===== config.mk =====
export PLATFORM = sky130hd
export DESIGN_NAME = vga_timing
export DESIGN_NICKNAME = d
export VERILOG_FILES = /design/src/vga_pkg.sv /design/src/vga_timing.sv
export SDC_FILE = /design/constraint.sdc
export NUM_CORES = 1
export LEC_CHECK = 0
export ABC_AREA = 1
export BUFFER_PORTS_ARGS = -buffer_cell sky130_fd_sc_hd__clkbuf_2
export CAP_MARGIN = 15
export CORE_MARGIN = 5
export CORE_UTILIZATION = 60
export DETAILED_ROUTE_END_ITERATION = 10
export GPL_TIMING_DRIVEN = 1
export PLACE_DENSITY = 0.94
export SYNTH_ARGS = -nofsm -noshare
export SYNTH_HDL_FRONTEND = slang
export SYNTH_SLANG_ARGS = --single-unit

===== constraint.sdc =====
create_clock -name vga_clock -period 3.2 [get_ports vga_clock]
set_input_delay 0.32 -clock vga_clock [delete_from_list [all_inputs] [get_ports vga_clock]]
set_output_delay 0.32 -clock vga_clock [all_outputs]
set_load 0.01 [all_outputs]

===== src/vga_pkg.sv =====
package vga_pkg;

  // pixel and line counters wide enough for any common mode.
  typedef logic [11:0] coord_t;

  // packed colour with red in the top byte, then green, then blue.
  typedef logic [23:0] pixel_t;

  typedef logic [31:0] bus_addr_t;  // byte address on the read bus.

  // line fetch machine.
  // one word is requested per pass through request and release.
  typedef enum logic [1:0] {
    fetch_idle,      // waiting for the next line start.
    fetch_request,   // bus_read held until bus_wait drops.
    fetch_release    // one cycle with bus_read low.
  } fetch_state_t;

endpackage


===== src/vga_timing.sv =====
module vga_timing
  import vga_pkg::*;
#(
  parameter int h_active = 640,
  parameter int h_front  = 16,
  parameter int h_sync   = 96,
  parameter int h_back   = 48,
  parameter int v_active = 480,
  parameter int v_front  = 10,
  parameter int v_sync   = 2,
  parameter int v_back   = 33
) (
  input  logic   vga_clock,
  input  logic   reset_n,
  output coord_t x,
  output coord_t y,
  output logic   active,
  output logic   hs,
  output logic   vs,
  output logic   line_start
);

  localparam coord_t h_total = coord_t'(h_active + h_front + h_sync + h_back);
  localparam coord_t v_total = coord_t'(v_active + v_front + v_sync + v_back);

  localparam coord_t h_visible = coord_t'(h_active);
  localparam coord_t v_visible = coord_t'(v_active);

  // sync windows open after active video plus front porch.
  localparam coord_t hs_begin = coord_t'(h_active + h_front);
  localparam coord_t hs_end   = coord_t'(h_active + h_front + h_sync);
  localparam coord_t vs_begin = coord_t'(v_active + v_front);
  localparam coord_t vs_end   = coord_t'(v_active + v_front + v_sync);

  coord_t x_next;
  coord_t y_next;
  logic   h_wrap;
  logic   v_wrap;

  assign h_wrap = (x == h_total - 1'b1);
  assign v_wrap = (y == v_total - 1'b1);

  always_comb begin
    x_next = x + 1'b1;
    y_next = y;
    if (h_wrap) begin
      x_next = '0;
      y_next = v_wrap ? '0 : y + 1'b1;
    end
  end

  // outputs are decoded from the next count so they line up with x and y.
  // reset parks the counters two lines before the frame start, so the
  // first line start lands on the line that fetches row 0.
  always_ff @(posedge vga_clock or negedge reset_n) begin
    if (!reset_n) begin
      x          <= h_total - 1'b1;
      y          <= v_total - 2'd2;
      active     <= 1'b0;
      hs         <= 1'b1;
      vs         <= 1'b1;
      line_start <= 1'b0;
    end else begin
      x          <= x_next;
      y          <= y_next;
      active     <= (x_next < h_visible) && (y_next < v_visible);
      hs         <= !((x_next >= hs_begin) && (x_next < hs_end));  // active low.
      vs         <= !((y_next >= vs_begin) && (y_next < vs_end));
      line_start <= h_wrap;
    end
  end

  // the sync pulse must sit entirely in the blanking interval.
  hs_outside_active: assert property (
    @(posedge vga_clock) disable iff (!reset_n)
    active |-> hs
  ) else $error("hs low during active video.");

endmodule


# Word-level counts from Yosys, hierarchy flattened
# Index checks and enable logic that the tools add are counted.
# totals
latch_bits	0
memories	0
wordCells	24
input_bits	2
register_bits	28
mem_bits_rw	0
out_inout_bits	28
rom_bits	0
# op_classes
shift	0
bitwise	0
n_mul	0
div_mod_pow	0
add_sub_neg	2
reduce_logical	5
order_cmp	6
eq_ne	2
n_mux	3
# op_table
op	n
12-bit 2-to-1 mux	3
12-bit by 1-bit adder with 12-bit output, second input constant	2
12-bit by 10-bit == test with 1-bit output, second input constant	2
12-bit by 10-bit < comparator with 1-bit output, second input constant	2
12-bit by 9-bit < comparator with 1-bit output, second input constant	2
12-bit by 10-bit greater-or-equal comparator with 1-bit output, second input constant	1
12-bit by 9-bit greater-or-equal comparator with 1-bit output, second input constant	1
1-bit logical AND	3
1-bit logical NOT	2

# Longest topological paths before layout
# logic_depth
word_depth	6
depth_mapped	12
depth_no_buf	12

# Worst setup path before layout
# OpenSTA, ideal clock, no wires.
# synth_path
path_kind	flip-flop to flip-flop
from	reg x[0]
to	reg vs
required_time_ps	3123
path_stages_with_launch	12
path_buffers	1
synth_period_minus_slack_ps	1728
slack_ps	1472
setup_ps	77
arrival_time_ps	1651
cell_sequence	dfstp_2 -> ha_1 -> nand2_2 -> nor2_4 -> nand3_2 -> buf_6 -> nand2_1 -> nand2_1 -> nor2_1 -> nand2_1 -> nor2_1 -> nand2_1
# synth_between
elab_chain_len	5
elab_cells_between_ends	6
cone_classes	2 x order compare; 1 x eq/ne; 1 x mux; 2 x reduce/logical
# synth_rtl
item	line	source
start, declared	vga_timing.sv:15	output coord_t x,
start signal, assigned	vga_timing.sv:57	x <= h_total - 1'b1;
start signal, assigned	vga_timing.sv:64	x <= x_next;
12-bit by 10-bit == test with 1-bit output *	vga_timing.sv:40	assign h_wrap = (x == h_total - 1'b1);
12-bit 2-to-1 mux *	vga_timing.sv:46	if (h_wrap) begin
12-bit by 9-bit greater-or-equal comparator with 1-bit output or 12-bit by 9-bit < comparator with 1-bit output (tied branches)	vga_timing.sv:68	vs <= !((y_next >= vs_begin) && (y_next < vs_end));
1-bit logical AND *	vga_timing.sv:68	
1-bit logical NOT *	vga_timing.sv:68	
end signal, assigned	vga_timing.sv:68	
end, declared	vga_timing.sv:19	output logic vs,
# Every way passes the cells marked *; elsewhere a longest branch is shown, timed or not.

# Final worst setup path
# Ends and elaborated chain as after synthesis.

==> impl_metrics.sql <==
INSERT INTO impl_metrics (metric_group, metric, value, unit) VALUES
('clocking', 'cts_hold_buffers', '0', ''),
('placement', 'dpl_worst_slack', '1238', 'ps'),
('synthesis', 'ys_ff_latch', '28', ''),
('floorplanning', 'core.rowCount', '20', ''),
('setup_path', 'cp_num_buf_inv', '0', ''),
('detailed_routing', 'post_drt_wl_per_cell', '12.80', 'µm'),
('setup_path', 'timing.critical_path.from', 'x[0]', ''),
('clocking', 'cts.root.buffer_cell', 'sky130_fd_sc_hd__clkbuf_4', ''),
('sta', 'timing.slew.headroom', '0.5357', ''),
('detailed_routing', 'detailedRoute.firstPassIterationCount', '4', ''),
('sta', 'rsz_0062_raised_after_global_routing', 'false', ''),
('synthesis', 'postSynthNetCount', '260', ''),
('placement', 'detailed_place.area', '1966', 'µm²'),
('pwr', 'cellInternalPower', '482.1', 'µW'),
('pwr', 'power.sequential.fraction', '0.590', ''),
('finish', 'post_route_cells_drive_above_1_share', '0.2343', ''),
('finish', 'area_growth_syn_to_layout', '11.47', '%'),
('status', 'outcome', 'finished with violations', ''),
('setup_path', 'cp.arrival', '2260', 'ps'),
('pwr', 'switching_share', '0.1994', ''),
('synthesis', 'postSynthAreaPerCell', '7.100', 'µm²'),
('setup_path', 'worstSetupEndpointType', 'register', ''),
('sta', 'clock_skew', '2.479', 'ps'),
('pwr', 'net-switching-power', '120.1', 'µW'),
('pwr', 'clkPwrFrac', '0.399', ''),
('setup_path', 'worst_path_dominant_cell_family', 'simple AND/OR/NAND/NOR gates', ''),
('grt', 'grt_max_degree', '29', ''),
('finish', 'antenna-diode-count', '0', ''),
('setup_path', 'worst_setup_path_class', 'register to register', ''),
('placement', 'detailedPlacementHpwl', '3067', 'µm'),
('finish', 'num-nets-final', '292', ''),
('sta', 'hold_ws', '-8.627', 'ps'),
('sta', 'finalMaxSlewViolations', '0', ''),
('sta', 'final_period_minus_worst_setup_slack', '1977', 'ps'),
('clocking', 'clkSinkCount', '28', ''),
('synthesis', 'syn_inst', '255', ''),
('synthesis', 'register_area_share_after_synthesis', '0.3960', ''),
('floorplanning', 'core_area', '2978', 'µm²'),
('floorplanning', 'ports_placed_on_the_boundary', '30', ''),
('setup_path', 'regToRegStartpoint', 'x[0]', ''),
('placement', 'io_buffers', '29', ''),
('sta', 'fin_setup_tns', '0', 'ps'),
('sta', 'postLayoutSetupSlackWorst', '1223', 'ps'),
('pwr', 'leakage_power_summed_over_all_cells', '0.001114', 'µW'),
('setup_path', 'timing.critical_path.required', '3490', 'ps'),
('pwr', 'power.share.combinational', '0.012', ''),
('floorplanning', 'dieArea', '4216', 'µm²'),
('setup_path', 'worstSetupPathDepth', '10', ''),
('status', 'violations', 'negative hold slack', ''),
('sta', 'timing.final.hold_violations', '5', ''),
('grt', 'wire_length_of_the_first_global_routing_pass', '7162', 'µm'),
('flow_run', 'drv_cap', '0', ''),
('grt', 'globalRouteTotalUtil', '0.2117', ''),
('detailed_routing', 'drcViolationCount', '0', ''),
('sta', 'report.final.setup_viol', '0', ''),
('setup_path', 'timing.reg2reg.worst_path_depth', '10', ''),
('clocking', 'post-cts-setup-buffer-count', '0', ''),
('sta', 'timing.fmax', '505.9', 'MHz'),
('pwr', 'power', '602.2', 'µW'),
('setup_path', 'crit-reg2reg-capture', 'vs', ''),
('grt', 'antenna_violations_before_repair', '0', ''),
('floorplanning', 'floorplan.initialDensity', '0.6080', ''),
('setup_path', 'cp_max_fo', '12', ''),
('sta', 'worst_pin_slew', '696.5', 'ps'),
('floorplanning', 'die_h', '64.93', 'µm'),
('clocking', 'post_cts_resize_count', '0', ''),
('setup_path', 'critPathMostFrequentCell', 'sky130_fd_sc_hd__nand2_1', ''),
('synthesis', 'synth_warnings', '0', ''),
('setup_path', 'cpMaxStageDelayCell', 'sky130_fd_sc_hd__dfstp_2', ''),
('grt', 'globalRoute.totalOverflow', '0', ''),
('clocking', 'cts-buffers-inserted', '3', '');
[placed cells by master (no fill, tap or decap)]
cell and instances:
sky130_fd_sc_hd__ha_1 3, sky130_fd_sc_hd__o21ai_1 1, sky130_fd_sc_hd__clkbuf_2 29, sky130_fd_sc_hd__nand2_4 1, sky130_fd_sc_hd__nand3_2 1, sky130_fd_sc_hd__nor2_4 4, sky130_fd_sc_hd__nor2_1 27, sky130_fd_sc_hd__nand2_1 76
sky130_fd_sc_hd__o21ai_0 10, sky130_fd_sc_hd__nor2_2 3, sky130_fd_sc_hd__clkbuf_4 3, sky130_fd_sc_hd__nand4_1 7, sky130_fd_sc_hd__nand3_1 24, sky130_fd_sc_hd__xor2_1 3, sky130_fd_sc_hd__dfrtp_1 15, sky130_fd_sc_hd__bufinv_16 1
sky130_fd_sc_hd__nand3_4 1, sky130_fd_sc_hd__and2_1 1, sky130_fd_sc_hd__nor3_1 7, sky130_fd_sc_hd__nand2_2 9, sky130_fd_sc_hd__nor2_8 1, sky130_fd_sc_hd__clkinv_1 1, sky130_fd_sc_hd__inv_1 44, sky130_fd_sc_hd__dfstp_2 13
sky130_fd_sc_hd__inv_2 1
[area by class of cell]
class                           count  area, µm²
Fill cell                         260      959.7
Clock inverter                      1      30.03
Inverter                           46      172.7
Sequential cell                    28      716.9
Clock buffer                        3      22.52
Multi-Input combinational cell    179      889.6
Tap cell                           33      41.29
Timing Repair Buffer               29      145.1
[worst min-delay path by stage]
stage	from	to	slack, ps	cells after the start
6_report	reset_n	x[6]	-9	1
5_1_grt	reset_n	y[2]	40	1
4_1_cts	reset_n	y[2]	20	1
3_5_place_dp	reset_n	x[6]	400	1
3_3_place_gp	reset_n	x[6]	390	1
2_1_floorplan	reset_n	active	20	0
[through the flow]
step / hold slack, ps / std cells / utilization
after floorplan: 24.41 / 255 / -
after global placement: 390.5 / 315 / 0.6601
after detailed placement: 395.4 / 315 / 0.6601
after CTS: 18.19 / 319 / 0.6777
after global routing: 40.30 / 319 / 0.6777
final: -8.627 / 319 / 0.6777
[kinds of logic (layout without fill, tap and decap cells)]
group / count (synthesis) / count (layout) / synth area share
compound gates: 11 / 11 / 0.03041
xor+xnor: 3 / 3 / 0.01452
fa+ha+maj: 3 / 3 / 0.02073
buf+inv: 48 / 79 / 0.1126
flops: 28 / 28 / 0.3960
simple gates: 162 / 162 / 0.4257
[power groups by stage]
stage / Sequential [µW] / Combinational [µW] / Clock (µW)
after floorplan: 361 / 0.000637 / 0
after global placement: 361 / 7.44 / 0
after detailed placement: 361 / 7.55 / 0
after CTS: 355 / 7.56 / 239
after global routing: 355 / 8.63 / 256
final: 355 / 7.00 / 240
[registers in the layout (all words and copies together) (netlist names)]
name	flops
active	1
hs	1
line_start	1
vs	1
x	12
y	12
[cells in the mapped netlist]
master	number	area, µm²
sky130_fd_sc_hd__nand3_2	1	10.01
sky130_fd_sc_hd__dfrtp_1	15	375.4
sky130_fd_sc_hd__nand3_1	24	120.1
sky130_fd_sc_hd__inv_1	44	165.2
sky130_fd_sc_hd__nor2_2	3	18.77
sky130_fd_sc_hd__xor2_1	3	26.28
sky130_fd_sc_hd__nand2_2	9	56.30
sky130_fd_sc_hd__nand3_4	1	17.52
sky130_fd_sc_hd__ha_1	3	37.54
sky130_fd_sc_hd__nor3_1	7	35.03
sky130_fd_sc_hd__clkinv_1	1	3.750
sky130_fd_sc_hd__buf_6	1	11.26
sky130_fd_sc_hd__nand2_1	76	285.3
sky130_fd_sc_hd__nor2_1	27	101.4
sky130_fd_sc_hd__dfstp_2	13	341.6
sky130_fd_sc_hd__o21ai_0	10	50.05
sky130_fd_sc_hd__nor2_4	4	45.04
sky130_fd_sc_hd__inv_2	1	3.750
sky130_fd_sc_hd__and2_1	1	6.260
sky130_fd_sc_hd__buf_12	1	20.02
sky130_fd_sc_hd__nor2_8	1	20.02
sky130_fd_sc_hd__nand2_4	1	11.26
sky130_fd_sc_hd__nand4_1	7	43.79
sky130_fd_sc_hd__o21ai_1	1	5.000
[per-layer routing]
layer	vias up	wire (µm)	global-route usage	share of wire
li1	852	-	-	-
met1	800	1830	0.2901	0.45
met5	-	0	0	0
met2	58	2001	0.3461	0.49
met3	4	199	0.01906	0.049
met4	0	53	0.07916	0.013
[worst reg2reg max path, stage by stage, from the launching register on]
cell                      delay (ps)
sky130_fd_sc_hd__dfstp_2         590
sky130_fd_sc_hd__ha_1            240
sky130_fd_sc_hd__nand2_2         130
sky130_fd_sc_hd__nor2_4          130
sky130_fd_sc_hd__nand3_2         240
sky130_fd_sc_hd__nand2_1         160
sky130_fd_sc_hd__nand2_2          80
sky130_fd_sc_hd__nor2_1          100
sky130_fd_sc_hd__nand2_1          80
sky130_fd_sc_hd__nor2_1          110
sky130_fd_sc_hd__nand2_1          70
(Power assumes the default switching activity.)
